--- config.mk ---
export PLATFORM = sky130hd
export DESIGN_NAME = alu_flat
export DESIGN_NICKNAME = d
export VERILOG_FILES = /design/src/common/cpu_pkg.sv /design/src/common/cpu_ifs.sv /design/src/rtl/alu.sv /design/src/flat_wrapper.sv
export SDC_FILE = /design/constraint.sdc
export NUM_CORES = 1
export LEC_CHECK = 0
export ABC_CLOCK_PERIOD_IN_PS = 5560
export BUFFER_PORTS_ARGS = -buffer_cell sky130_fd_sc_hd__buf_2
export CAP_MARGIN = 0
export CORE_MARGIN = 4
export CORE_UTILIZATION = 45
export DETAILED_ROUTE_END_ITERATION = 10
export MAX_ROUTING_LAYER = met4
export PLACE_DENSITY = 0.74
export SYNTH_ARGS = -nofsm -noshare
export SYNTH_HDL_FRONTEND = slang
export SYNTH_SLANG_ARGS = --single-unit
--- constraint.sdc ---
create_clock -name vclk -period 5.56
set_input_delay 0 -clock vclk [all_inputs]
set_output_delay 0 -clock vclk [all_outputs]
set_load 0.05 [all_outputs]
--- src/common/cpu_pkg.sv ---
package cpu_pkg;

    typedef logic [31:0] word_t;
    typedef logic [31:0] insn_t;      // op[31:26] rd[25:21] rs1[20:16] rs2[15:11] imm[15:0]
    typedef logic [29:0] waddr_t;     // byte address without bits 1:0
    typedef logic [4:0]  reg_addr_t;
    typedef logic [5:0]  opcode_t;
    typedef logic [3:0]  alu_op_t;
    typedef logic [1:0]  mem_op_t;

    localparam opcode_t OP_NOP   = 6'h00;
    localparam opcode_t OP_ADD   = 6'h01;
    localparam opcode_t OP_SUB   = 6'h02;
    localparam opcode_t OP_AND   = 6'h03;
    localparam opcode_t OP_OR    = 6'h04;
    localparam opcode_t OP_XOR   = 6'h05;
    localparam opcode_t OP_SHL   = 6'h06;
    localparam opcode_t OP_SHR   = 6'h07;
    localparam opcode_t OP_ADDI  = 6'h08;
    localparam opcode_t OP_LOAD  = 6'h09;
    localparam opcode_t OP_STORE = 6'h0a;
    localparam opcode_t OP_BEQ   = 6'h0b;
    localparam opcode_t OP_BNE   = 6'h0c;
    localparam opcode_t OP_HALT  = 6'h3f;

    localparam alu_op_t ALU_ADD  = 4'd0;
    localparam alu_op_t ALU_SUB  = 4'd1;
    localparam alu_op_t ALU_AND  = 4'd2;
    localparam alu_op_t ALU_OR   = 4'd3;
    localparam alu_op_t ALU_XOR  = 4'd4;
    localparam alu_op_t ALU_SHL  = 4'd5;
    localparam alu_op_t ALU_SHR  = 4'd6;
    localparam alu_op_t ALU_PASS = 4'd7;

    localparam mem_op_t MEM_NONE  = 2'd0;
    localparam mem_op_t MEM_LOAD  = 2'd1;
    localparam mem_op_t MEM_STORE = 2'd2;

    localparam int SPM_DEPTH  = 1024;
    localparam int SPM_ADDR_W = $clog2(SPM_DEPTH);

    localparam waddr_t RESET_PC = '0;

    // rw level of a strobe
    localparam logic READ  = 1'b1;
    localparam logic WRITE = 1'b0;

endpackage
--- src/common/cpu_ifs.sv ---


// ID/EX pipeline register contents
interface ex_bus_if;
    cpu_pkg::alu_op_t   alu_op;
    cpu_pkg::word_t     alu_in_0;
    cpu_pkg::word_t     alu_in_1;
    cpu_pkg::mem_op_t   mem_op;
    cpu_pkg::word_t     store_data;
    cpu_pkg::reg_addr_t dst_addr;
    logic               gpr_we;
    logic               is_halt;
    logic               valid;

    modport src (output alu_op, alu_in_0, alu_in_1, mem_op, store_data, dst_addr,
                 gpr_we, is_halt, valid);
    modport alu_side (input alu_op, alu_in_0, alu_in_1);
    modport mem_side (input mem_op, store_data, valid);
    modport wb_side  (input mem_op, dst_addr, gpr_we, is_halt, valid);
endinterface


--- src/rtl/alu.sv ---
module alu (
    ex_bus_if.alu_side     ex_bus,
    output cpu_pkg::word_t alu_out
);

    cpu_pkg::word_t a;
    cpu_pkg::word_t b;
    logic [4:0]     shamt;

    assign a     = ex_bus.alu_in_0;
    assign b     = ex_bus.alu_in_1;
    assign shamt = b[4:0];

    always_comb begin
        case (ex_bus.alu_op)
            cpu_pkg::ALU_ADD:  alu_out = a + b;
            cpu_pkg::ALU_SUB:  alu_out = a - b;
            cpu_pkg::ALU_AND:  alu_out = a & b;
            cpu_pkg::ALU_OR:   alu_out = a | b;
            cpu_pkg::ALU_XOR:  alu_out = a ^ b;
            cpu_pkg::ALU_SHL:  alu_out = a << shamt;
            cpu_pkg::ALU_SHR:  alu_out = a >> shamt; // logical
            cpu_pkg::ALU_PASS: alu_out = a;
            default:           alu_out = '0;
        endcase
    end

endmodule

--- src/flat_wrapper.sv ---
// flat-port wrapper written by rule: the top's interface ports become plain ports
module alu_flat 
  (alu_out, ex_bus_alu_op, ex_bus_alu_in_0, ex_bus_alu_in_1);
  ex_bus_if ex_bus_i ();
  output cpu_pkg::word_t alu_out;
  input wire logic [$bits(ex_bus_i.alu_op)-1:0] ex_bus_alu_op;
  input wire logic [$bits(ex_bus_i.alu_in_0)-1:0] ex_bus_alu_in_0;
  input wire logic [$bits(ex_bus_i.alu_in_1)-1:0] ex_bus_alu_in_1;
  assign ex_bus_i.alu_op = ex_bus_alu_op;
  assign ex_bus_i.alu_in_0 = ex_bus_alu_in_0;
  assign ex_bus_i.alu_in_1 = ex_bus_alu_in_1;
  alu u_core (.ex_bus(ex_bus_i), .alu_out(alu_out));
endmodule
## Word-level counts from Yosys, hierarchy flattened

Cells that the tools add are included.

- Bits in registers: 0
- Bits of input ports: 68
- Output and inout bits: 32
- Logic and storage cells: 16

- $add $sub $neg: 2
- Eq/ne operators: 7
- Shift-type cells: 2
- Muxes and demuxes: 1
- Bitwise operators: 3
- Reductions and logical operators: 1

Operator list:

| operator | number |
|---|---|
| $pmux 32 s8 | 1 |
| $add 32x32->32 | 1 |
| $and 32x32->32 | 1 |
| $or 32x32->32 | 1 |
| $shl 32x5->32 | 1 |
| $shr 32x5->32 | 1 |
| $sub 32x32->32 | 1 |
| $xor 32x32->32 | 1 |
| $eq 4x3->1 const B | 4 |
| $eq 4x2->1 const B | 2 |
| $eq 4x1->1 const B | 1 |
| $logic_not 4->1 | 1 |

## Logic depth before layout (Yosys ltp)

Gate-level depths: netlist (run 1).

- Depth after elaboration: 2
- Mapped depth: 19
- Mapped depth without buffers: 16

## Worst setup path before layout (run 1)

OpenSTA, ideal clock, no wires.

- Kind: input port to output port
- From: in ex_bus_alu_in_1[0]
- To: out alu_out[27]
- Arrival time: 4.216 ns
- Data required time: 5.560 ns
- Slack: 1.344 ns
- Stages: 17
- Path buffers: 3
- Cell sequence: buf_4 inv_2 buf_1 ha_1 nand4_1 nand2b_1 o41ai_1 xnor2_1 ha_1 clkbuf_1 and3_1 nand2_2 or4_1 a2bb2oi_2 nand3b_1 mux2_1 or4_1

- Word-level cells in the longest chain between the ends: 2
- Elaborated cells on any way between the ends: 5
- Classes of those cells: add/sub (2); shift (2); mux (1)

RTL lines:

| item | line | text |
|---|---|---|
| from (decl) | flat_wrapper.sv:8 | `input wire logic [$bits(ex_bus_i.alu_in_1)-1:0] ex_bus_alu_in_1;` |
| $sub 32x32->32 (tied with other cells) | alu.sv:17 | `cpu_pkg::ALU_SUB: alu_out = a - b;` |
| $pmux 32 s8 * | alu.sv:15 | `case (ex_bus.alu_op)` |
| to (decl) | flat_wrapper.sv:5 | `output cpu_pkg::word_t alu_out;` |

Every way passes the cells marked *; elsewhere a longest branch is shown, timed or not.

## Worst setup path in the final report (run 1)

- From: in ex_bus_alu_in_1[1]
- To: out alu_out[27]

Same word-level chain as after synthesis.

==> impl_metrics.json, run 1 <==
{
  "io_pins": 100,
  "ant_nets": 0,
  "fp.dieW_um": 143,
  "synth_area_per_cell_um2": 7.30,
  "tightest_slew_ns": 1.10,
  "firstDrtPassIters": 7,
  "postSynthCellCount": 1116,
  "hold_ws_ns": 0.605,
  "synth.area.top_cells": "ha_1, mux4_2, mux2i_1, nor2_1, a21oi_1",
  "vias": 9663,
  "antenna_found_initial": 1,
  "initial_core_util_pct": 46.5,
  "finalMaxSlewViolations": 0,
  "hpwlAfterDp_um": 26300,
  "synth_top_area_cell": "ha_1",
  "worstPathRequired_ns": 5.56,
  "first_global_vias": 8667,
  "hold_buffers": 0,
  "post-route-drc-count": 0,
  "post-route-min-period_ns": 4.41,
  "grt_usage_pct": 33.6,
  "drt-total-wl_um": 34600,
  "io_buffers": 100,
  "finalSetupTns_ns": 0,
  "vias_per_cell": 7.06,
  "synth_most_common_cell": "nor2_1",
  "crit_path_end_kind": "output port",
  "rows": 48,
  "core_area_um2": 17500,
  "fp.dieH_um": 143,
  "drt_iter0_markers": 1558,
  "netlist_top_cells_count": "nor2_1, ha_1, nand2_1",
  "gp_congestion": 1.08,
  "cap_viol_max_count": 0,
  "synth_top_area_share_pct": 14.9,
  "hold_viol_final": 0,
  "layout-area-overhead-vs-synth_pct": 6.57,
  "fin_crit_sh_pct": 79.4,
  "hold_path.startpoint": "ex_bus_alu_in_0[0]",
  "ys_types": 79,
  "post-route-util_pct": 49.5,
  "status": "completed",
  "max_freq_mhz": 227,
  "layout.nets": 1311,
  "grt-ovfl-total": 0,
  "seq_cell_count": 0,
  "wl_per_cell_um": 25.3,
  "crit_fanout": 26,
  "grt_pass1_wl_um": 52300,
  "arrival_ns": 4.41,
  "clock_buffers": 0,
  "cts_resized": 0,
  "critPathLaunchType": "primary input",
  "layout-drive-gt1-share_pct": 16.9,
  "synth_nets": 1282,
  "synth-seq-area-share_pct": 0,
  "startpoint": "ex_bus_alu_in_1[1]",
  "seq_area_um2": 0,
  "die-area_um2": 20300,
  "postCtsSetupRepairBufs": 0,
  "syn-cell-area_um2": 8150,
  "rsz0062_at_grt": "false",
  "setup_violations": 0,
  "synth_warnings": 0,
  "min_path_type": "in2out",
  "grt_max_degree": 67,
  "crit_end": "alu_out[27]",
  "maxSlewHeadroom_pct": 24.6,
  "path_class": "in2out"
}
-- metal layers --
metal	vias up	track usage, %	routed length (µm)
met4	0	11.0	1530
met1	4533	45.9	13600
met5	-	-	0
met3	135	8.37	4770
li1	4278	-	-
met2	717	48.7	14800
-- area by class of cell --
cell class         instances  area [µm²]
multi-input cells        945        7460
fillers                 1832        8850
inverters                 80         300
well taps                225         282
repair buffers           118         641
diodes                     1        2.50
-- cell usage in the layout (no fill, tap or decap), drive strengths merged, types with 18 or more instances in the layout --
cell type / Yosys / layout
a211oi: 18 / 18
a21oi: 73 / 73
buf: 32 / 118
mux4: 53 / 53
o21ai: 88 / 88
mux2i: 61 / 61
nand2: 95 / 95
xnor2: 40 / 40
nor3: 26 / 26
inv: 79 / 79
o211ai: 19 / 19
nor2: 118 / 118
ha: 97 / 97
-- metrics by stage --
step	instance area, µm²	setup WS, ns	std cells
finish	8680	1.15	1369
global route	8680	0.951	1369
CTS	8680	1.26	1368
detailed placement	8680	1.26	1368
global placement	8680	1.36	1368
floorplan	8150	1.34	1116
-- worst max-delay path: stages --
cell	delay, ns
buf_4	0.22
nor3_1	0.43
nand4_1	0.41
nor2_1	0.46
a41oi_1	0.19
xnor2_1	0.16
ha_1	0.42
nand4_1	0.22
or4_1	0.52
a2bb2oi_2	0.16
nand3b_1	0.13
mux2_1	0.33
or4_1	0.51
buf_2	0.22
-- worst min path at each step --
stage,slack [ns],depth (start not counted),endpoint
4_1_cts,0.61,4,alu_out[0]
3_3_place_gp,0.61,4,alu_out[0]
5_1_grt,0.67,4,alu_out[0]
6_report,0.61,4,alu_out[0]
3_5_place_dp,0.60,4,alu_out[0]
2_1_floorplan,0.49,3,alu_out[1]
-- cell families after synthesis --
logic type,Yosys count,synth area share [%]
AO/OA/AOI/OAI,353,29.2
multiplexers,127,23.9
XOR/XNOR,48,5.16
AND/OR/NAND/NOR,319,17.9
adder cells (fa/ha/maj),98,15.1
buffers and inverters,171,8.61
==> run 2, diff against run 1 <==
- ABC_AREA: default -> 1
- ABC_CLOCK_PERIOD_IN_PS: 5560 -> 4500
- clock period: 5.56 -> 4.5 ns (I/O delays scaled with it)
==> run 2 against run 1 <==
Compared with the run above:
- global-route usage up 1.4 points
- count of clock-buffer cells in the layout stayed put
- synthesized area is 4.5% higher
- worst setup slack worse by 0.53 ns
- first-iteration DRC count is 15% lower
- critical path depth rose by 5
- sequential share of layout area did not move
- die area up 4.2%
- largest cell class unchanged
==> impl_metrics.json, run 2 <==
{
  "synth-xor-area-share_pct": 2.78,
  "hold_buffers": 0,
  "mostFrequentLayoutCells": "nand2_1, nand3_1, inv_1, nor2_1, buf_2",
  "tightest_slew_ns": 0.916,
  "synth_compound_area_share_pct": 10.9,
  "path_buf_inv": 4,
  "postSynthCellCount": 1705,
  "io_pins": 100,
  "crit_end": "alu_out[18]",
  "crit_fanout": 37,
  "seq_cell_count": 0,
  "synthAdderAreaFrac_pct": 14.5,
  "syn-cell-area_um2": 8510,
  "min_path_type": "in2out",
  "synth_top_area_cell": "nand2_1",
  "grt-ovfl-total": 0,
  "grt_usage_pct": 35.0,
  "crit_path_end_kind": "output port",
  "firstDrtPassIters": 6,
  "layout-drive-gt1-share_pct": 8.47,
  "synth-simple-area-share_pct": 58.3,
  "vias_per_cell": 5.87,
  "seq_area_um2": 0,
  "finalInstanceArea_um2": 9010,
  "gp_congestion": 1.03,
  "synth.area.top_cells": "nand2_1, nand3_1, ha_1, inv_1, nor2_1",
  "crit_family": "simple AND/OR/NAND/NOR gates",
  "synth_most_common_cell": "nand2_1",
  "layout_commonest_cell": "nand2_1",
  "cp.depth": 19,
  "hold_viol_final": 0,
  "netlist_top_cells_count": "nand2_1, nand3_1, inv_1",
  "critPathLaunchType": "primary input",
  "drt_iter0_markers": 1331,
  "post-route-min-period_ns": 3.89,
  "power_per_cell_area_nw_per_um2": 132,
  "synth_nets": 1871,
  "post-route-drc-count": 0,
  "worstPathRequired_ns": 4.50,
  "ys_types": 43,
  "fin_crit_sh_pct": 86.4,
  "p_leak_nw": 5.23,
  "core_area_um2": 18600,
  "ant_nets": 0,
  "postCtsSetupRepairBufs": 0,
  "layout.nets": 1916,
  "layout-area-overhead-vs-synth_pct": 5.81,
  "io_buffers": 100,
  "hpwlAfterDp_um": 31400,
  "rows": 50,
  "fp.dieW_um": 146,
  "placed_area_um2": 9010,
  "n_antenna_cell": 0,
  "grt_pass1_wl_um": 57900,
  "finalMaxSlewViolations": 0,
  "switching_power_w": 0.000859,
  "pwr-share-seq_pct": 0,
  "synthMuxAreaShare_pct": 0,
  "synth_area_per_cell_um2": 4.99,
  "p_clk_share_pct": 0,
  "wl_per_cell_um": 19.4,
  "fill_cells": 2155,
  "synth_top_area_share_pct": 26.6,
  "setup_violations": 0,
  "irDropWorstVdd_uv": 61.7,
  "power_w": 0.00119,
  "synth_warnings": 0,
  "synth-seq-area-share_pct": 0,
  "switching_share_pct": 72.3,
  "synth_top_family_by_area": "simple AND/OR/NAND/NOR gates",
  "multi_input_area_um2": 7370,
  "drt-total-wl_um": 38400,
  "cts_resized": 0,
  "rsz0062_at_grt": "false",
  "clock_buffers": 0,
  "finalSetupTns_ns": 0,
  "grt_max_degree": 65,
  "die-area_um2": 21200,
  "initial_core_util_pct": 45.7,
  "cp_cell_sequence": "buf_2 > inv_4 > ha_1 > nand3_2 > nor2_2 > nand2_2 > o21ai_1 > nand2_1 > xor2_1 > ha_1 > nand2_1 > nor2_1 > inv_1 > nor2_1 > nand4_1 > nand4_1 > nand3_1 > nand2_1 > buf_2",
  "arrival_ns": 3.89,
  "p_int_w": 0.000329,
  "maxSlewHeadroom_pct": 38.9,
  "cap_viol_max_count": 0,
  "cpMostUsedCell": "nand2_1",
  "startpoint": "ex_bus_alu_in_1[0]",
  "path_class": "in2out",
  "antenna_found_initial": 0,
  "status": "completed",
  "fp.dieH_um": 146,
  "pwr-share-comb_pct": 100.0,
  "max_freq_mhz": 257,
  "cp_slowest_stage_delay_ns": 0.44,
  "cp_slowest_cell": "inv_4",
  "first_global_vias": 10100,
  "vias": 11600
}
run 2: cell count changes after synthesis, moves of 44 or more:
| cell | change |
|---|---|
| inv_1 | +118 |
| mux2i_1 | -61 |
| clkbuf_1 | -44 |
| nand3_1 | +333 |
| mux4_2 | -53 |
| nand2_1 | +510 |
run 2: how the worst min path moves through the flow:
stage / start / end / depth (start not counted)
after floorplan: ex_bus_alu_in_0[2] / alu_out[2] / 2
final: ex_bus_alu_in_0[2] / alu_out[2] / 4
after global placement: ex_bus_alu_in_0[2] / alu_out[2] / 4
after CTS: ex_bus_alu_in_0[2] / alu_out[2] / 4
after global routing: ex_bus_alu_in_0[2] / alu_out[2] / 4
after detailed placement: ex_bus_alu_in_0[2] / alu_out[2] / 4
run 2: power groups by stage:
stage / clock [W] / combinational [W] / sequential, W
2_1_floorplan: 0 / 0.000815 / 0
3_3_place_gp: 0 / 0.00115 / 0
3_5_place_dp: 0 / 0.00116 / 0
4_1_cts: 0 / 0.00116 / 0
5_1_grt: 0 / 0.00130 / 0
6_report: 0 / 0.00119 / 0
run 2: stage by stage:
step                worst slack, ns  cells  hold slack (ns)  util, %
floorplan                      1.61   1705            0.458        -
global placement              0.840   1982            0.629     48.3
detailed placement            0.777   1982            0.631     48.3
CTS                           0.758   1982            0.633     48.3
global route                  0.310   1982            0.658     48.3
finish                        0.611   1982            0.633     48.3
run 2: kinds of logic (layout without fill, tap and decap cells):
| kind of cell | Yosys count | after routing |
|---|---|---|
| simple gates | 1146 | 1146 |
| buf+inv | 271 | 314 |
| compound gates | 163 | 163 |
| fa+ha+maj | 98 | 98 |
| xor+xnor | 27 | 27 |
run 2: per-layer routing:
| metal | GRT usage, % | up-vias | part of all wire [%] |
|---|---|---|---|
| li1 | - | 5659 | - |
| met1 | 48.1 | 5240 | 43 |
| met2 | 52.2 | 644 | 42 |
| met3 | 3.89 | 91 | 9.4 |
| met4 | 14.8 | 0 | 5.0 |
| met5 | - | - | 0 |
run 2: final cells by class:
class              instances  share of cell area [%]
inverters                204                    8.56
repair buffers           110                    6.39
well taps                234                    3.25
multi-input cells       1434                    81.8
Power figures use the tool's default switching activity.
==> run 3, diff against run 2 <==
- ABC_CLOCK_PERIOD_IN_PS: 4500 -> 3900
- clock period: 4.5 -> 3.9 ns (I/O delays scaled with it)
==> run 3 against run 2 <==
Compared with the run above:
- final cell count increased by 0.20%
- routed wire length decreased by 0.14%
- count of clock-buffer cells in the layout unchanged
- critical path depth did not move
- non-clock buffer count is 4 higher
- first-iteration DRC count up 12%
- critical path type unchanged
- largest cell class unchanged
==> impl_metrics.json, run 3 (same netlist as run 2, synthesis figures left out) <==
{
  "power_w": 0.00137,
  "antenna_found_initial": 0,
  "multi_input_area_um2": 7370,
  "drt-total-wl_um": 38400,
  "hold_buffers": 0,
  "layout.nets": 1920,
  "io_buffers": 100,
  "vias_per_cell": 5.86,
  "irDropWorstVdd_uv": 76.2,
  "finalSetupTns_ns": 0,
  "min_path_type": "in2out",
  "core_area_um2": 18600,
  "first_global_vias": 10300,
  "mostFrequentLayoutCells": "nand2_1, nand3_1, inv_1, nor2_1, buf_2",
  "placed_area_um2": 9040,
  "cap_viol_max_count": 0,
  "cp_slowest_cell": "ha_1",
  "drt_iter0_markers": 1496,
  "grt-ovfl-total": 0,
  "pre_cts_slack_ns": 0.577,
  "critPathLaunchType": "primary input",
  "rows": 50,
  "fp.dieH_um": 146,
  "clock_buffers": 0,
  "grt_max_degree": 67,
  "grt_pass1_wl_um": 58500,
  "status": "completed",
  "fin_crit_sh_pct": 89.3,
  "ant_nets": 0,
  "layout_commonest_cell": "nand2_1",
  "fill_cells": 2139,
  "finalWorstSetupSlack_ns": 0.419,
  "wl_per_cell_um": 19.3,
  "post-route-min-period_ns": 3.48,
  "seq_area_um2": 0,
  "cp_slowest_stage_delay_ns": 0.38,
  "crit_fanout": 34,
  "tightest_slew_ns": 0.903,
  "layout-area-overhead-vs-synth_pct": 6.16,
  "io_pins": 100,
  "n_antenna_cell": 0,
  "finalMaxSlewViolations": 0,
  "power_per_cell_area_nw_per_um2": 152,
  "path_class": "in2out",
  "post-route-drc-count": 0,
  "worstPathRequired_ns": 3.90,
  "hpwlAfterDp_um": 31400,
  "initial_core_util_pct": 45.7,
  "firstDrtPassIters": 6,
  "p_leak_nw": 5.25,
  "crit_path_end_kind": "output port",
  "setup_violations": 0,
  "cp_cell_sequence": "buf_2 > inv_4 > buf_4 > nand3_2 > nor2_2 > nand2_1 > nand2_1 > o21ai_0 > xor2_1 > ha_1 > nand2_1 > nor2_1 > nand2_1 > nor3_1 > nand2_1 > nand4_1 > nand3_1 > nand3_1 > buf_2",
  "path_buf_inv": 4,
  "postCtsSetupRepairBufs": 0,
  "gp_congestion": 1.02,
  "arrival_ns": 3.48,
  "cts_resized": 0,
  "fp.dieW_um": 146,
  "die-area_um2": 21200,
  "cpMostUsedCell": "nand2_1",
  "max_freq_mhz": 287,
  "vias": 11600,
  "crit_family": "simple AND/OR/NAND/NOR gates",
  "hold_viol_final": 0,
  "maxSlewHeadroom_pct": 39.8,
  "seq_cell_count": 0,
  "rsz0062_at_grt": "false",
  "finalInstanceArea_um2": 9040,
  "layout-drive-gt1-share_pct": 8.68,
  "grt_usage_pct": 35.3
}
## run 3: power breakdown
part | switching (W) | internal [W] | total (W) | leakage (nW)
Combinational | 0.000991 | 0.000382 | 0.00137 | 5.25
Sequential | 0 | 0 | 0 | 0
Clock | 0 | 0 | 0 | 0
Total | 0.000991 | 0.000382 | 0.00137 | 5.25
## run 3: worst min-delay path: cells and delay by family
kind,cells,cell delay [ns]
AOI/OAI and AO/OA,1,0.11
and+or+nand+nor,1,0.07
buffers and inverters,2,0.42
## run 3: final cells by class
type	instances	share of cell area (%)
Tap cell	234	3.24
Timing Repair Buffer	114	6.70
Inverter	204	8.53
Multi-Input combinational cell	1434	81.5
## run 3: per-layer routing
layer	vias to the layer above	GRT usage, %	wire, µm
li1	5665	-	-
met1	5212	48.4	16600
met2	657	54.1	16500
met3	102	2.74	3450
met4	0	13.9	1900
met5	-	-	0
## run 3: worst paths after layout
path / from / endpoint / slack [ns] / cells past startpoint
worst max-delay path: ex_bus_alu_in_1[0] / alu_out[24] / 0.42 / 19
worst min-delay path: ex_bus_alu_in_0[2] / alu_out[2] / 0.60 / 4
## run 3: metrics by stage
step	hold WS [ns]	util, %	instances
after floorplan	0.458	-	1705
after global placement	0.596	48.5	1986
after detailed placement	0.609	48.5	1986
after CTS	0.610	48.5	1986
after global routing	0.677	48.5	1986
final	0.602	48.5	1986
