File: src/common/cpu_pkg.sv
package cpu_pkg;

    typedef logic [31:0] word_t;
    typedef logic [31:0] insn_t;      // op[31:26] rd[25:21] rs1[20:16] rs2[15:11] imm[15:0]
    typedef logic [29:0] waddr_t;     // byte address without bits 1:0
    typedef logic [4:0]  reg_addr_t;
    typedef logic [5:0]  opcode_t;
    typedef logic [3:0]  alu_op_t;
    typedef logic [1:0]  mem_op_t;

    localparam opcode_t OP_NOP   = 6'h00;
    localparam opcode_t OP_ADD   = 6'h01;
    localparam opcode_t OP_SUB   = 6'h02;
    localparam opcode_t OP_AND   = 6'h03;
    localparam opcode_t OP_OR    = 6'h04;
    localparam opcode_t OP_XOR   = 6'h05;
    localparam opcode_t OP_SHL   = 6'h06;
    localparam opcode_t OP_SHR   = 6'h07;
    localparam opcode_t OP_ADDI  = 6'h08;
    localparam opcode_t OP_LOAD  = 6'h09;
    localparam opcode_t OP_STORE = 6'h0a;
    localparam opcode_t OP_BEQ   = 6'h0b;
    localparam opcode_t OP_BNE   = 6'h0c;
    localparam opcode_t OP_HALT  = 6'h3f;

    localparam alu_op_t ALU_ADD  = 4'd0;
    localparam alu_op_t ALU_SUB  = 4'd1;
    localparam alu_op_t ALU_AND  = 4'd2;
    localparam alu_op_t ALU_OR   = 4'd3;
    localparam alu_op_t ALU_XOR  = 4'd4;
    localparam alu_op_t ALU_SHL  = 4'd5;
    localparam alu_op_t ALU_SHR  = 4'd6;
    localparam alu_op_t ALU_PASS = 4'd7;

    localparam mem_op_t MEM_NONE  = 2'd0;
    localparam mem_op_t MEM_LOAD  = 2'd1;
    localparam mem_op_t MEM_STORE = 2'd2;

    localparam int SPM_DEPTH  = 1024;
    localparam int SPM_ADDR_W = $clog2(SPM_DEPTH);

    localparam waddr_t RESET_PC = '0;

    // rw level of a strobe
    localparam logic READ  = 1'b1;
    localparam logic WRITE = 1'b0;

endpackage
File: src/common/cpu_ifs.sv
// one SPM port, strobe active low
interface spm_if;
    cpu_pkg::waddr_t addr;
    logic            as_n;
    logic            rw;
    cpu_pkg::word_t  wr_data;
    cpu_pkg::word_t  rd_data;

    modport master (output addr, as_n, rw, wr_data, input rd_data);
    modport slave  (input addr, as_n, rw, wr_data, output rd_data);
endinterface


File: src/rtl/if_stage.sv
module if_stage (
    input  logic            clk,
    input  logic            rst_n,
    input  logic            cpu_en,
    input  logic            halted,
    input  logic            br_taken,
    input  cpu_pkg::waddr_t br_addr,
    spm_if.master           imem,
    output cpu_pkg::waddr_t if_pc,
    output cpu_pkg::insn_t  if_insn,
    output logic            if_valid
);

    cpu_pkg::waddr_t pc;
    logic            fetch;

    assign fetch = cpu_en && !halted;

    assign imem.addr    = pc;
    assign imem.as_n    = !fetch;
    assign imem.rw      = cpu_pkg::READ;
    assign imem.wr_data = '0;

    assign if_insn = imem.rd_data; // spm read is registered

    always_ff @(posedge clk or negedge rst_n) begin
        if (!rst_n) begin
            pc       <= cpu_pkg::RESET_PC;
            if_valid <= 1'b0;
        end else begin
            if_valid <= fetch && !br_taken; // word fetched behind a taken branch is dropped
            if (br_taken)
                pc <= br_addr;
            else if (fetch)
                pc <= pc + 30'd1;
        end
    end

    always_ff @(posedge clk) begin
        if_pc <= pc; // pc that goes with the returning word
    end

endmodule

File: src/flat_wrapper.sv
// flat-port wrapper written by rule: the top's interface ports become plain ports
module if_stage_flat 
  (clk, rst_n, cpu_en, halted, br_taken, br_addr, if_pc, if_insn, if_valid, imem_addr, imem_as_n, imem_rw, imem_wr_data, imem_rd_data);
  spm_if imem_i ();
  input  logic clk;
  input  logic rst_n;
  input  logic cpu_en;
  input  logic halted;
  input  logic br_taken;
  input  cpu_pkg::waddr_t br_addr;
  output cpu_pkg::waddr_t if_pc;
  output cpu_pkg::insn_t if_insn;
  output logic if_valid;
  output wire logic [$bits(imem_i.addr)-1:0] imem_addr;
  output wire logic [$bits(imem_i.as_n)-1:0] imem_as_n;
  output wire logic [$bits(imem_i.rw)-1:0] imem_rw;
  output wire logic [$bits(imem_i.wr_data)-1:0] imem_wr_data;
  input wire logic [$bits(imem_i.rd_data)-1:0] imem_rd_data;
  assign imem_addr = imem_i.addr;
  assign imem_as_n = imem_i.as_n;
  assign imem_rw = imem_i.rw;
  assign imem_wr_data = imem_i.wr_data;
  assign imem_i.rd_data = imem_rd_data;
  if_stage u_core (.clk(clk), .rst_n(rst_n), .cpu_en(cpu_en), .halted(halted), .br_taken(br_taken), .br_addr(br_addr), .imem(imem_i), .if_pc(if_pc), .if_insn(if_insn), .if_valid(if_valid));
endmodule
File: config.mk
export PLATFORM = sky130hd
export DESIGN_NAME = if_stage_flat
export DESIGN_NICKNAME = d
export VERILOG_FILES = /design/src/common/cpu_pkg.sv /design/src/common/cpu_ifs.sv /design/src/rtl/if_stage.sv /design/src/flat_wrapper.sv
export SDC_FILE = /design/constraint.sdc
export NUM_CORES = 1
export LEC_CHECK = 0
export ABC_AREA = 0
export BUFFER_PORTS_ARGS = -buffer_cell sky130_fd_sc_hd__buf_2
export CAP_MARGIN = 20
export CORE_MARGIN = 8
export CORE_UTILIZATION = 45
export DETAILED_ROUTE_END_ITERATION = 7
export GPL_ROUTABILITY_DRIVEN = 1
export PLACE_DENSITY = 0.92
export RECOVER_POWER = 100
export SKIP_CTS_REPAIR_TIMING = 1
export SYNTH_ARGS = -nofsm -noshare
export SYNTH_HDL_FRONTEND = slang
export SYNTH_SLANG_ARGS = --single-unit
File: constraint.sdc
create_clock -name clk -period 3.69 [get_ports clk]
set_clock_uncertainty 0.1 [all_clocks]
set_input_delay 0.738 -clock clk [delete_from_list [all_inputs] [get_ports clk]]
set_output_delay 0.738 -clock clk [all_outputs]
set_load 0.01 [all_outputs]
Word-level counts from Yosys, hierarchy flattened
Index checks and enable logic that the tools add are counted. W data, S select, Z words.

Multiplexer cells: 2. Reductions and logical operators: 6. Add/subtract/negate cells: 1.

Operators with widths (number): $mux W30 (2); $add A30 B1 Y30 const B (1); $logic_not A1 Y1 (3); $logic_and A1 B1 Y1 (2); $reduce_bool A2 Y1 (1).

Output and inout port bits: 127. Word-level logic and storage cells: 12. Input port bits: 67. Flip-flop bits (word level): 61.

Longest topological paths before layout
Gate-level depths: netlist of the first run.

Depth after elaboration: 4. Mapped depth: 6. Mapped depth without buffers: 5.

Worst setup path before layout of the first run
No wires, ideal clock.

Kind: input -> register. From: input port halted. To: register u_core.pc[29] (netlist: u_core.imem.addr[29]). Setup slack: 1.378 ns. Stages on the path: 5. Arrival time: 2.130 ns. Buffers on the path: 1. Path through: nand4b_1 or4_1 buf_2 or4_1 a31oi_1.

Longest elaborated chain between the ends: 3.

Ends and longest elaborated chain: start: declaration (RTL line flat_wrapper.sv:8) `input logic halted;`; $logic_not A1 Y1 (RTL line if_stage.sv:17) `assign fetch = cpu_en && !halted;`; $logic_and A1 B1 Y1 (RTL line if_stage.sv:17); $reduce_bool A2 Y1 (no line); end signal: assignment (RTL line if_stage.sv:28) `pc <= cpu_pkg::RESET_PC;`; end signal: assignment (RTL line if_stage.sv:33) `pc <= br_addr;`; end signal: assignment (RTL line if_stage.sv:35) `pc <= pc + 30'd1;`; end: declaration (RTL line if_stage.sv:14) `cpu_pkg::waddr_t pc;`.

No other way between the ends. A chain may end at the register's enable or synchronous reset.

Worst setup path in the final report of the first run
From: input port br_taken. To: register u_core.pc[21] (netlist: u_core.imem.addr[21]).

Longest elaborated chain between the ends: 1.

Ends and longest elaborated chain: start: declaration (RTL line flat_wrapper.sv:9) `input logic br_taken;`; $mux W30 / $reduce_bool A2 Y1 (equally long branches).

Parallel ways exist; a longest one is shown, timed or not.

==> impl_metrics.toml, run 1 <==
[outcome]
outcome = "complete, but fails checks"
failed_checks = "max-capacitance violations, max-slew violations"

[final_layout]
layout-drive-gt1-share_pct = 13.3
commonest_non_fill_non_tap_cell_in_the_layout = "clkbuf_1"
flow.area_growth_from_synthesis_pct = 11.1
antenna_cells = 0
finish.net_count = 431
post-route-util_pct = 51.0
mostFrequentLayoutCells = "65 x clkbuf_1, 33 x conb_1, 32 x buf_2"

[clocking]
tritoncts.num_buffers = 9
clock_latency_ps = 350
clock_transition_at_the_registers_of_the_reported_paths_ps = 70
tritoncts = "done"
h-tree-depth = 3
clock-sinks = 61
clk_path_buf_depth = 2
clock_tree.root_cell = "clkbuf_8"

[route]
vias = 2323
drc = 0
totalWireLength_microns = 7690
vias_per_cell = 5.22
detailedRoute.firstPassIterationCount = 4
detail_route.iter0.violations = 143
antenna_left = 0
post_drt_wl_per_cell_microns = 17.3

[flow_run]
drv.max_cap_violation_count = 1

[floorplanning]
fp-row-count = 29
initial_core_utilization_pct = 45.9
full_die_area_sq_mm = 0.00922
top_level_ports = 194
floorplan.die.width_microns = 96.0
floorplan.core_area_sq_mm = 0.00628
die_h_microns = 96.0

[logic_synthesis]
cell_area_synth_sq_mm = 0.00288
post_synth_num_cell_types = 35
synth_ff_type = "dfrtp_1"
post_synth.cell_area_avg_sq_um = 9.57
synth-warning-count = 0
synth-async-reset-ratio_pct = 50.8
synth.yosys.seq_area_share_pct = 47.8
ys_ff_latch = 61
synth-edff-count = 0
postSynthCellCount = 301

[place]
detailedPlace.worstSlack_ps = 1000
port_buffers = 96
finalWeightedCongestion = 0.796
final_hpwl_from_detailed_placement_microns = 5730

[worst_setup_path]
setup.worst_path.start_class = "input port"
wp_data_arrival_ps = 2780
sort_of_element_at_the_end_of_the_critical_path = "flip-flop"
critical_path_required_ps = 3780
timing_worst_setup_path_type = "input port to flip-flop"
crit_fanout = 32

[timing]
tightest_slew_ps = 1730
rsz0062_at_grt = "false"
share_of_the_cycle_needed_by_the_critical_path_after_routing_pct = 73.0
finalHoldViolCount = 0
fin_crit_ps = 2690
achievable-frequency_mhz = 371
total_count_of_max_transition_violations_in_the_final_report = 32
final-setup-viol-count = 0
max-slew-margin-rel_pct = -15.7
fin_tns_setup_ps = 0
setup_ws_post_layout_ps = 996
whs_ps = 356

[min_path]
hold_path_class = "flip-flop to flip-flop"

[power_and_ir_drop]
share_comb_of_total_power_pct = 11.9
leakagePower_nw = 1.31
clockPowerShare_pct = 42.2
power.internal_mw = 1.25
tot_pwr_mw = 1.72
sequential_power_share_pct = 45.9
power.net_switching_uw = 471
power.density_mw_per_mm2 = 537
peak_supply_drop_mv = 0.293
swShare_pct = 27.4

[global_route]
first_global_vias = 2262
track_usage_pct = 16.3
largest_net_degree_at_the_start_of_global_routing = 33
grt_overflow_total = 0
antenna_found_initial = 0
first_pass_grt_wire_length_microns = 11500
[state kept, by name (all words and copies together), names as in the netlist]
| name | flops |
|---|---|
| u_core.if_valid | 1 |
| u_core.if_pc | 30 |
| u_core.imem.addr | 30 |
[logic make-up (layout without fill, tap and decap cells)]
logic type	after synthesis	count (layout)	share of synthesized area [%]
compound gates	45	45	9.77
fa+ha+maj	1	1	0.434
simple gates	97	97	18.5
other cells	2	33	0.261
mux	1	1	0.347
xor+xnor	12	12	3.65
buf+inv	82	118	19.2
flops	61	61	47.8
[power groups by stage]
stage / Combinational (mW) / Sequential [mW] / Clock, mW
5_1_grt: 0.231 / 0.796 / 0.758
4_1_cts: 0.227 / 0.785 / 0.736
2_1_floorplan: 0.147 / 0.818 / 0
6_report: 0.205 / 0.788 / 0.725
3_5_place_dp: 0.226 / 0.798 / 0
3_3_place_gp: 0.220 / 0.792 / 0
[cell usage after synthesis (all sizes together), types with 4 or more instances]
cell	number	area, sq um
o21ai	15	75.1
nor2	18	67.6
buf	67	498
or4	17	131
dfxtp	30	601
nand2	24	90.1
nor4	4	25.0
o31ai	13	97.6
clkbuf	9	33.8
nand4	5	37.5
nand3	12	60.1
xor2	4	35.0
dfrtp	31	776
inv	6	22.5
xnor2	8	70.1
a31oi	15	93.8
or3	5	31.3
[path summary, 6_finish.rpt]
| path | start | endpoint | slack [ps] | cells after the start |
|---|---|---|---|---|
| min | u_core.imem.addr[29]$_DFFE_PN0P_ | u_core.if_pc[29]$_DFF_P_ | 360 | 0 |
| min in group asynchronous | rst_n | u_core.imem.addr[28]$_DFFE_PN0P_ | 730 | 1 |
| max | br_taken | u_core.imem.addr[21]$_DFFE_PN0P_ | 1000 | 4 |
| max in group asynchronous | rst_n | u_core.imem.addr[6]$_DFFE_PN0P_ | 1740 | 1 |
| min reg2reg | u_core.imem.addr[29]$_DFFE_PN0P_ | u_core.if_pc[29]$_DFF_P_ | 360 | 0 |
| max reg2reg | u_core.imem.addr[8]$_DFFE_PN0P_ | u_core.imem.addr[26]$_DFFE_PN0P_ | 1250 | 4 |
[routing by layer]
layer  global-route usage [%]  share of wire [%]
met5                        0                  0
met4                     11.7                4.0
met3                     4.52                 11
met2                     26.9                 50
met1                     17.8                 35
[critical path: stages]
cell      delay (ps)
clkbuf_1         880
inv_1            770
nor2_1           320
a31oi_1           60
[cell type report]
| type | count | area, sq um |
|---|---|---|
| Fill cell | 625 | 3080 |
| Sequential cell | 61 | 1380 |
| Multi-Input combinational cell | 189 | 1070 |
| Timing Repair Buffer | 96 | 400 |
| Clock buffer | 10 | 128 |
| Clock inverter | 6 | 111 |
| Tap cell | 77 | 96.3 |
| Inverter | 6 | 22.5 |
[metrics by stage]
step / instances / cell area [sq um]
after floorplan: 332 / 3000
after global placement: 429 / 3040
after detailed placement: 429 / 3040
after CTS: 445 / 3280
after global routing: 445 / 3200
final: 445 / 3200
No activity file was read; power rests on OpenSTA's default activity.
==> run 2, diff against run 1 <==
--- a/config.mk
+++ b/config.mk
@@ -5,14 +5,14 @@
 export SDC_FILE = /design/constraint.sdc
 export NUM_CORES = 1
 export LEC_CHECK = 0
-export ABC_AREA = 0
+export ABC_AREA = 1
 export BUFFER_PORTS_ARGS = -buffer_cell sky130_fd_sc_hd__buf_2
 export CAP_MARGIN = 20
 export CORE_MARGIN = 8
-export CORE_UTILIZATION = 45
+export CORE_UTILIZATION = 40
 export DETAILED_ROUTE_END_ITERATION = 7
 export GPL_ROUTABILITY_DRIVEN = 1
-export PLACE_DENSITY = 0.92
+export PLACE_DENSITY = 0.83
 export RECOVER_POWER = 100
 export SKIP_CTS_REPAIR_TIMING = 1
 export SYNTH_ARGS = -nofsm -noshare
==> constraint.sdc (replaced) <==
create_clock -name clk -period 2.3 [get_ports clk]
set_clock_uncertainty 0.1 [all_clocks]
set_input_delay 0.46 -clock clk [delete_from_list [all_inputs] [get_ports clk]]
set_output_delay 0.46 -clock clk [all_outputs]
set_load 0.01 [all_outputs]
==> run 2 against run 1 <==
  * Wire length is 20% higher
  * The flow still finishes with violations (max-capacitance violations, max-slew violations)
  * Hold slack lost 120 ps
  * Flip-flop and latch count stayed put
  * Non-clock buffer count grew 2
==> impl_metrics.toml, run 2 <==
[floorplanning]
top_level_ports = 194
floorplan.die.width_microns = 109
fp-row-count = 34
full_die_area_sq_mm = 0.0118
die_h_microns = 109
initial_core_utilization_pct = 40.4
floorplan.core_area_sq_mm = 0.00851

[timing]
total_count_of_max_transition_violations_in_the_final_report = 32
share_of_the_cycle_needed_by_the_critical_path_after_routing_pct = 79.2
tightest_slew_ps = 1760
fin_crit_ps = 1820
achievable-frequency_mhz = 549
rsz0062_at_grt = "false"
final-setup-viol-count = 0
finalHoldViolCount = 0
fin_tns_setup_ps = 0
max-slew-margin-rel_pct = -17.5
whs_ps = 231

[global_route]
first_pass_grt_wire_length_microns = 14700
antenna_found_initial = 0
track_usage_pct = 15.8
grt_overflow_total = 0
largest_net_degree_at_the_start_of_global_routing = 32
first_global_vias = 3120

[logic_synthesis]
ys_ff_latch = 61
synth-edff-count = 0
post_synth_most_frequent_cells = "150 x nand2_1, 65 x buf_4, 42 x inv_1"
post_synth_num_cell_types = 27
synth_ff_type = "dfrtp_1"
synth-warning-count = 0
postSynthCellCount = 459
synth-async-reset-ratio_pct = 50.8
yosysTopAreaCellShare_pct = 22.6
cell_area_synth_sq_mm = 0.00344
synth_most_common_cell = "nand2_1"
yosys-top-cells-area = "dfrtp_1 23%, dfxtp_1 17%, nand2_1 16%"
synth.yosys.seq_area_share_pct = 40.0
synthDominantAreaCellType = "dfrtp_1"
post_synth.cell_area_avg_sq_um = 7.49

[clocking]
tritoncts.num_buffers = 9
h-tree-depth = 3
clock_transition_at_the_registers_of_the_reported_paths_ps = 70
clock-sinks = 61
clock_tree.root_cell = "clkbuf_8"
tritoncts = "done"
clock_latency_ps = 350
clk_path_buf_depth = 2

[worst_setup_path]
critical_path.n_buffers_inverters = 0
wp_data_arrival_ps = 1950
crit-reg2reg-launch = "u_core.imem.addr[2]$_DFFE_PN0P_"
worst_r2r_endpoint = "u_core.imem.addr[21]$_DFFE_PN0P_"
sort_of_element_at_the_end_of_the_critical_path = "flip-flop"
worst_path_max_delay_cell = "dfrtp_1"
crit_fanout = 8
slowest_delay_ps = 470
critical-path-top-delay-family = "simple AND/OR/NAND/NOR gates"
r2r_slack_ps = 480
ff2ff_path_depth = 9
cp_common_cell = "nand2_1"
setup.worst_path.start_class = "flip-flop"
timing_worst_setup_path_type = "flip-flop to flip-flop"
cp.depth = 9
critical_path_required_ps = 2430
cp_cell_sequence = "nand2_1 -> nor2_4 -> nand2_2 -> nor2_1 -> nand2_1 -> nand2_1 -> nand2_1 -> nand2_1 -> nand2_1"

[min_path]
worst_hold_path.endpoint = "u_core.imem.addr[3]$_DFFE_PN0P_"
hold_path_startpoint = "br_addr[3]"
hold_path_class = "input port to flip-flop"
holdPathStages = 3

[route]
vias = 2927
antenna_left = 0
vias_per_cell = 4.57
drc = 0
totalWireLength_microns = 9200
detail_route.iter0.violations = 147
post_drt_wl_per_cell_microns = 14.4
detailedRoute.firstPassIterationCount = 4

[power_and_ir_drop]
power.density_mw_per_mm2 = 703
tot_pwr_mw = 2.61
leakagePower_nw = 1.79
peak_supply_drop_mv = 0.295

[flow_run]
drv.max_cap_violation_count = 1

[final_layout]
flow.area_growth_from_synthesis_pct = 8.04
mostFrequentLayoutCells = "152 x nand2_1, 67 x clkbuf_1, 44 x inv_1"
antenna_cells = 0
finish.net_count = 595
commonest_non_fill_non_tap_cell_in_the_layout = "nand2_1"
layout-drive-gt1-share_pct = 12.8
final.fill_count = 918

[place]
port_buffers = 96
final_hpwl_from_detailed_placement_microns = 7170
finalWeightedCongestion = 0.903

[outcome]
outcome = "complete, but fails checks"
failed_checks = "max-capacitance violations, max-slew violations"
## run 2: cell types whose count changed in the layout (fill, tap and decap cells not counted), sizes merged, moves of 13 or more
cell	delta
nand2	+136
inv	+40
or4	-17
nor2	+35
a31oi	-14
o31ai	-13
## run 2: report_power, final
| group | total [mW] | internal [mW] | switching [mW] |
|---|---|---|---|
| Clock | 0.855 | 0.447 | 0.407 |
| Sequential | 1.30 | 1.18 | 0.118 |
| Combinational | 0.459 | 0.156 | 0.302 |
## run 2: worst max-delay path by stage
| stage | slack, ps | to | startpoint |
|---|---|---|---|
| 2_1_floorplan | 790 | u_core.imem.addr[20]$_DFFE_PN0P_ | u_core.imem.addr[1]$_DFFE_PN0P_ |
| 3_3_place_gp | 620 | u_core.imem.addr[2]$_DFFE_PN0P_ | br_taken |
| 3_5_place_dp | 540 | u_core.imem.addr[2]$_DFFE_PN0P_ | br_taken |
| 4_1_cts | 620 | u_core.imem.addr[14]$_DFFE_PN0P_ | u_core.imem.addr[1]$_DFFE_PN0P_ |
| 5_1_grt | 290 | u_core.imem.addr[19]$_DFFE_PN0P_ | rst_n |
| 6_report | 480 | u_core.imem.addr[21]$_DFFE_PN0P_ | u_core.imem.addr[2]$_DFFE_PN0P_ |
## run 2: kinds of logic (layout without fill, tap and decap cells)
kind of cell	after synthesis	count (layout)	share of synthesized area [%]
AO/OA/AOI/OAI	34	34	6.62
XOR/XNOR	11	11	2.80
adder cells (fa/ha/maj)	1	1	0.364
buffers and inverters	118	160	20.2
flip-flops	61	61	40.0
other	2	33	0.218
AND/OR/NAND/NOR	232	232	29.8
## run 2: worst register-to-register path: stages, from the launching register on
cell and delay, ps:
dfrtp_1 470, nand2_1 160, nor2_4 150, nand2_2 90, nor2_1 400, nand2_1 110, nand2_1 80, nand2_1 50
nand2_1 50, nand2_1 60
## run 2: area by class of cell
cell class / count / area [sq um] / share of cell area (%)
clock buffers: 14 / 163 / 4.38
clock inverters: 2 / 10.0 / 0.269
inverters: 46 / 173 / 4.65
multi-input cells: 311 / 1440 / 38.9
flip-flops and latches: 61 / 1380 / 37.0
well taps: 108 / 135 / 3.64
repair buffers: 98 / 415 / 11.2
## run 2: metal layers
metal  track usage, %  wire [microns]  vias up
li1                 -               -     1441
met1             17.7            3790     1330
met2             25.4            4250      116
met3             5.20             727       40
met4             10.3             433        0
met5                0               0        -
## run 2: metrics by stage
step	cell area, sq um	setup slack, ps	std cells	utilization, %
finish	3720	479	640	43.7
global route	3720	285	640	43.7
CTS	3840	624	640	45.1
detailed placement	3670	542	624	43.1
global placement	3670	625	624	43.1
floorplan	3560	795	490	-
==> run 3, diff against run 2 <==
==> constraint.sdc (replaced) <==
create_clock -name clk -period 1.5 [get_ports clk]
set_clock_uncertainty 0.1 [all_clocks]
set_input_delay 0.3 -clock clk [delete_from_list [all_inputs] [get_ports clk]]
set_output_delay 0.3 -clock clk [all_outputs]
set_load 0.01 [all_outputs]
==> run 3 against run 2 <==
  * The flow finishes with violations (negative setup slack)
  * Register-to-register slack got worse by 510 ps
  * Die area unchanged
  * Critical path depth decreased by 6
  * Core utilization increased by 7.7 points
  * First-iteration DRC count increased by 1.4%
  * Clock power increased by 110%
  * Sequential share of layout area decreased by 5.4 points
  * Largest cell class unchanged
  * Largest power group unchanged
  * Highest routed layer unchanged
==> impl_metrics.toml, run 3 (synthesis results as in run 2) <==
[route]
vias_per_cell = 4.63
drc = 0
antenna_left = 0
totalWireLength_microns = 10400
vias = 3153
detail_route.iter0.violations = 149
post_drt_wl_per_cell_microns = 15.2
detailedRoute.firstPassIterationCount = 4

[final_layout]
flow.area_growth_from_synthesis_pct = 27.1
final-seq-area_sq_mm = 0.00138
layout-drive-gt1-share_pct = 35.6
finish.net_count = 636
post-route-util_pct = 51.4
final.fill_count = 837
mostFrequentLayoutCells = "142 x nand2_1, 92 x buf_2, 39 x inv_1"
area_taken_by_multi_input_logic_gates_sq_mm = 0.00160
finalNonFillerCells = 681
fin_area_sq_mm = 0.00437
antenna_cells = 0
commonest_non_fill_non_tap_cell_in_the_layout = "nand2_1"

[global_route]
met3_usage_pct = 6.50
grtUsageMet2_pct = 28.3
track_usage_pct = 17.0
first_pass_grt_wire_length_microns = 15700
antenna_found_initial = 0
grt_overflow_total = 0
first_global_vias = 3258
gr-usage-met1_pct = 18.0
largest_net_degree_at_the_start_of_global_routing = 30
grt_most_used_layer = "met2"

[place]
dp.cells = 656
finalWeightedCongestion = 0.918
final_hpwl_from_detailed_placement_microns = 8000
port_buffers = 96
cell_area_after_placement_sq_mm = 0.00393
detailedPlace.worstSlack_ps = -13.9

[timing]
rsz0062_at_grt = "true"
finalHoldViolCount = 0
whs_ps = 72.0
final-setup-viol-count = 12
max-slew-margin-rel_pct = 49.0
share_of_the_cycle_needed_by_the_critical_path_after_routing_pct = 104
fin_tns_setup_ps = -292
tightest_slew_ps = 765
achievable-frequency_mhz = 639
fin_crit_ps = 1570
setup_ws_post_layout_ps = -65.4
total_count_of_max_transition_violations_in_the_final_report = 0

[power_and_ir_drop]
leakagePower_nw = 2.22
peak_supply_drop_mv = 0.617
tot_pwr_mw = 4.81
power.density_mw_per_mm2 = 1100

[worst_setup_path]
critical_path_required_ps = 1100
critical-path-top-delay-family = "flip-flops"
wp_data_arrival_ps = 1170
ff2ff_path_depth = 10
crit_fanout = 3
timing_worst_setup_path_type = "flip-flop to primary output"
worst_path_max_delay_cell = "dfrtp_1"
cp_cell_sequence = "buf_4 -> buf_4 -> buf_6"
r2r_slack_ps = -30
critical_path.n_buffers_inverters = 3
cp_common_cell = "buf_4"
slowest_delay_ps = 420
sort_of_element_at_the_end_of_the_critical_path = "primary output"
worst_r2r_endpoint = "u_core.imem.addr[20]$_DFFE_PN0P_"
setup.worst_path.start_class = "flip-flop"
crit-reg2reg-launch = "u_core.imem.addr[1]$_DFFE_PN0P_"

[clocking]
clock_transition_at_the_registers_of_the_reported_paths_ps = 80
clock_tree.root_cell = "clkbuf_8"
tritoncts.num_buffers = 9
clock-sinks = 61
clock_latency_ps = 350
clk_path_buf_depth = 2
h-tree-depth = 3
tritoncts = "done"

[min_path]
holdPathStages = 3
worst_hold_path.endpoint = "u_core.imem.addr[7]$_DFFE_PN0P_"
hold_path_class = "input port to flip-flop"
hold_path_startpoint = "br_addr[7]"

[outcome]
outcome = "complete, but fails checks"
failed_checks = "negative setup slack"

[floorplanning]
initial_core_utilization_pct = 40.4
full_die_area_sq_mm = 0.0118
fp-row-count = 34
floorplan.core_area_sq_mm = 0.00851
die_h_microns = 109
top_level_ports = 194
floorplan.die.width_microns = 109

[flow_run]
drv.max_cap_violation_count = 0
## run 3: cell count changes in the layout (fill, tap and decap cells not counted), sizes merged
| cell | delta |
|---|---|
| buf | +92 |
| clkbuf | -57 |
| bufinv | +3 |
| clkinv | +1 |
| clkinvlp | +1 |
| dlygate4sd3 | +1 |
## run 3: how the worst max path moves through the flow
stage | start | end | slack, ps | cells after the start
floorplan | u_core.imem.addr[0]$_DFFE_PN0P_ | u_core.imem.addr[20]$_DFFE_PN0P_ | 30 | 10
global placement | u_core.imem.addr[16]$_DFFE_PN0P_ | u_core.imem.addr[25]$_DFFE_PN0P_ | 30 | 9
detailed placement | u_core.imem.addr[0]$_DFFE_PN0P_ | u_core.imem.addr[26]$_DFFE_PN0P_ | -10 | 10
CTS | u_core.imem.addr[0]$_DFFE_PN0P_ | u_core.imem.addr[26]$_DFFE_PN0P_ | -40 | 10
global route | u_core.imem.addr[1]$_DFFE_PN0P_ | u_core.imem.addr[20]$_DFFE_PN0P_ | -120 | 10
finish | u_core.imem.addr[0]$_DFFE_PN0P_ | imem_addr[0] | -70 | 3
## run 3: power by group
group	internal, mW	switching [mW]
Clock	1.11	0.713
Combinational	0.430	0.597
Sequential	1.81	0.142
## run 3: metal layers
metal	wire length (microns)	part of all wire, %
met5	0	0
met4	403	3.9
met3	971	9.4
met2	5160	50
met1	3850	37
## run 3: worst reg2reg max path: cells and delay by family, from the launching register on
kind                     cells  cell delay [ps]
AND/OR/NAND/NOR              9              740
flip-flops                   1              410
adder cells (fa/ha/maj)      1              170
## run 3: layout make-up
type                            instances  area share [%]
Clock buffer                            9            2.83
Clock inverter                          7            2.83
Inverter                               46            3.95
Multi-Input combinational cell        311            36.6
Sequential cell                        61            31.7
Tap cell                              108            3.09
Timing Repair Buffer                  139            19.1
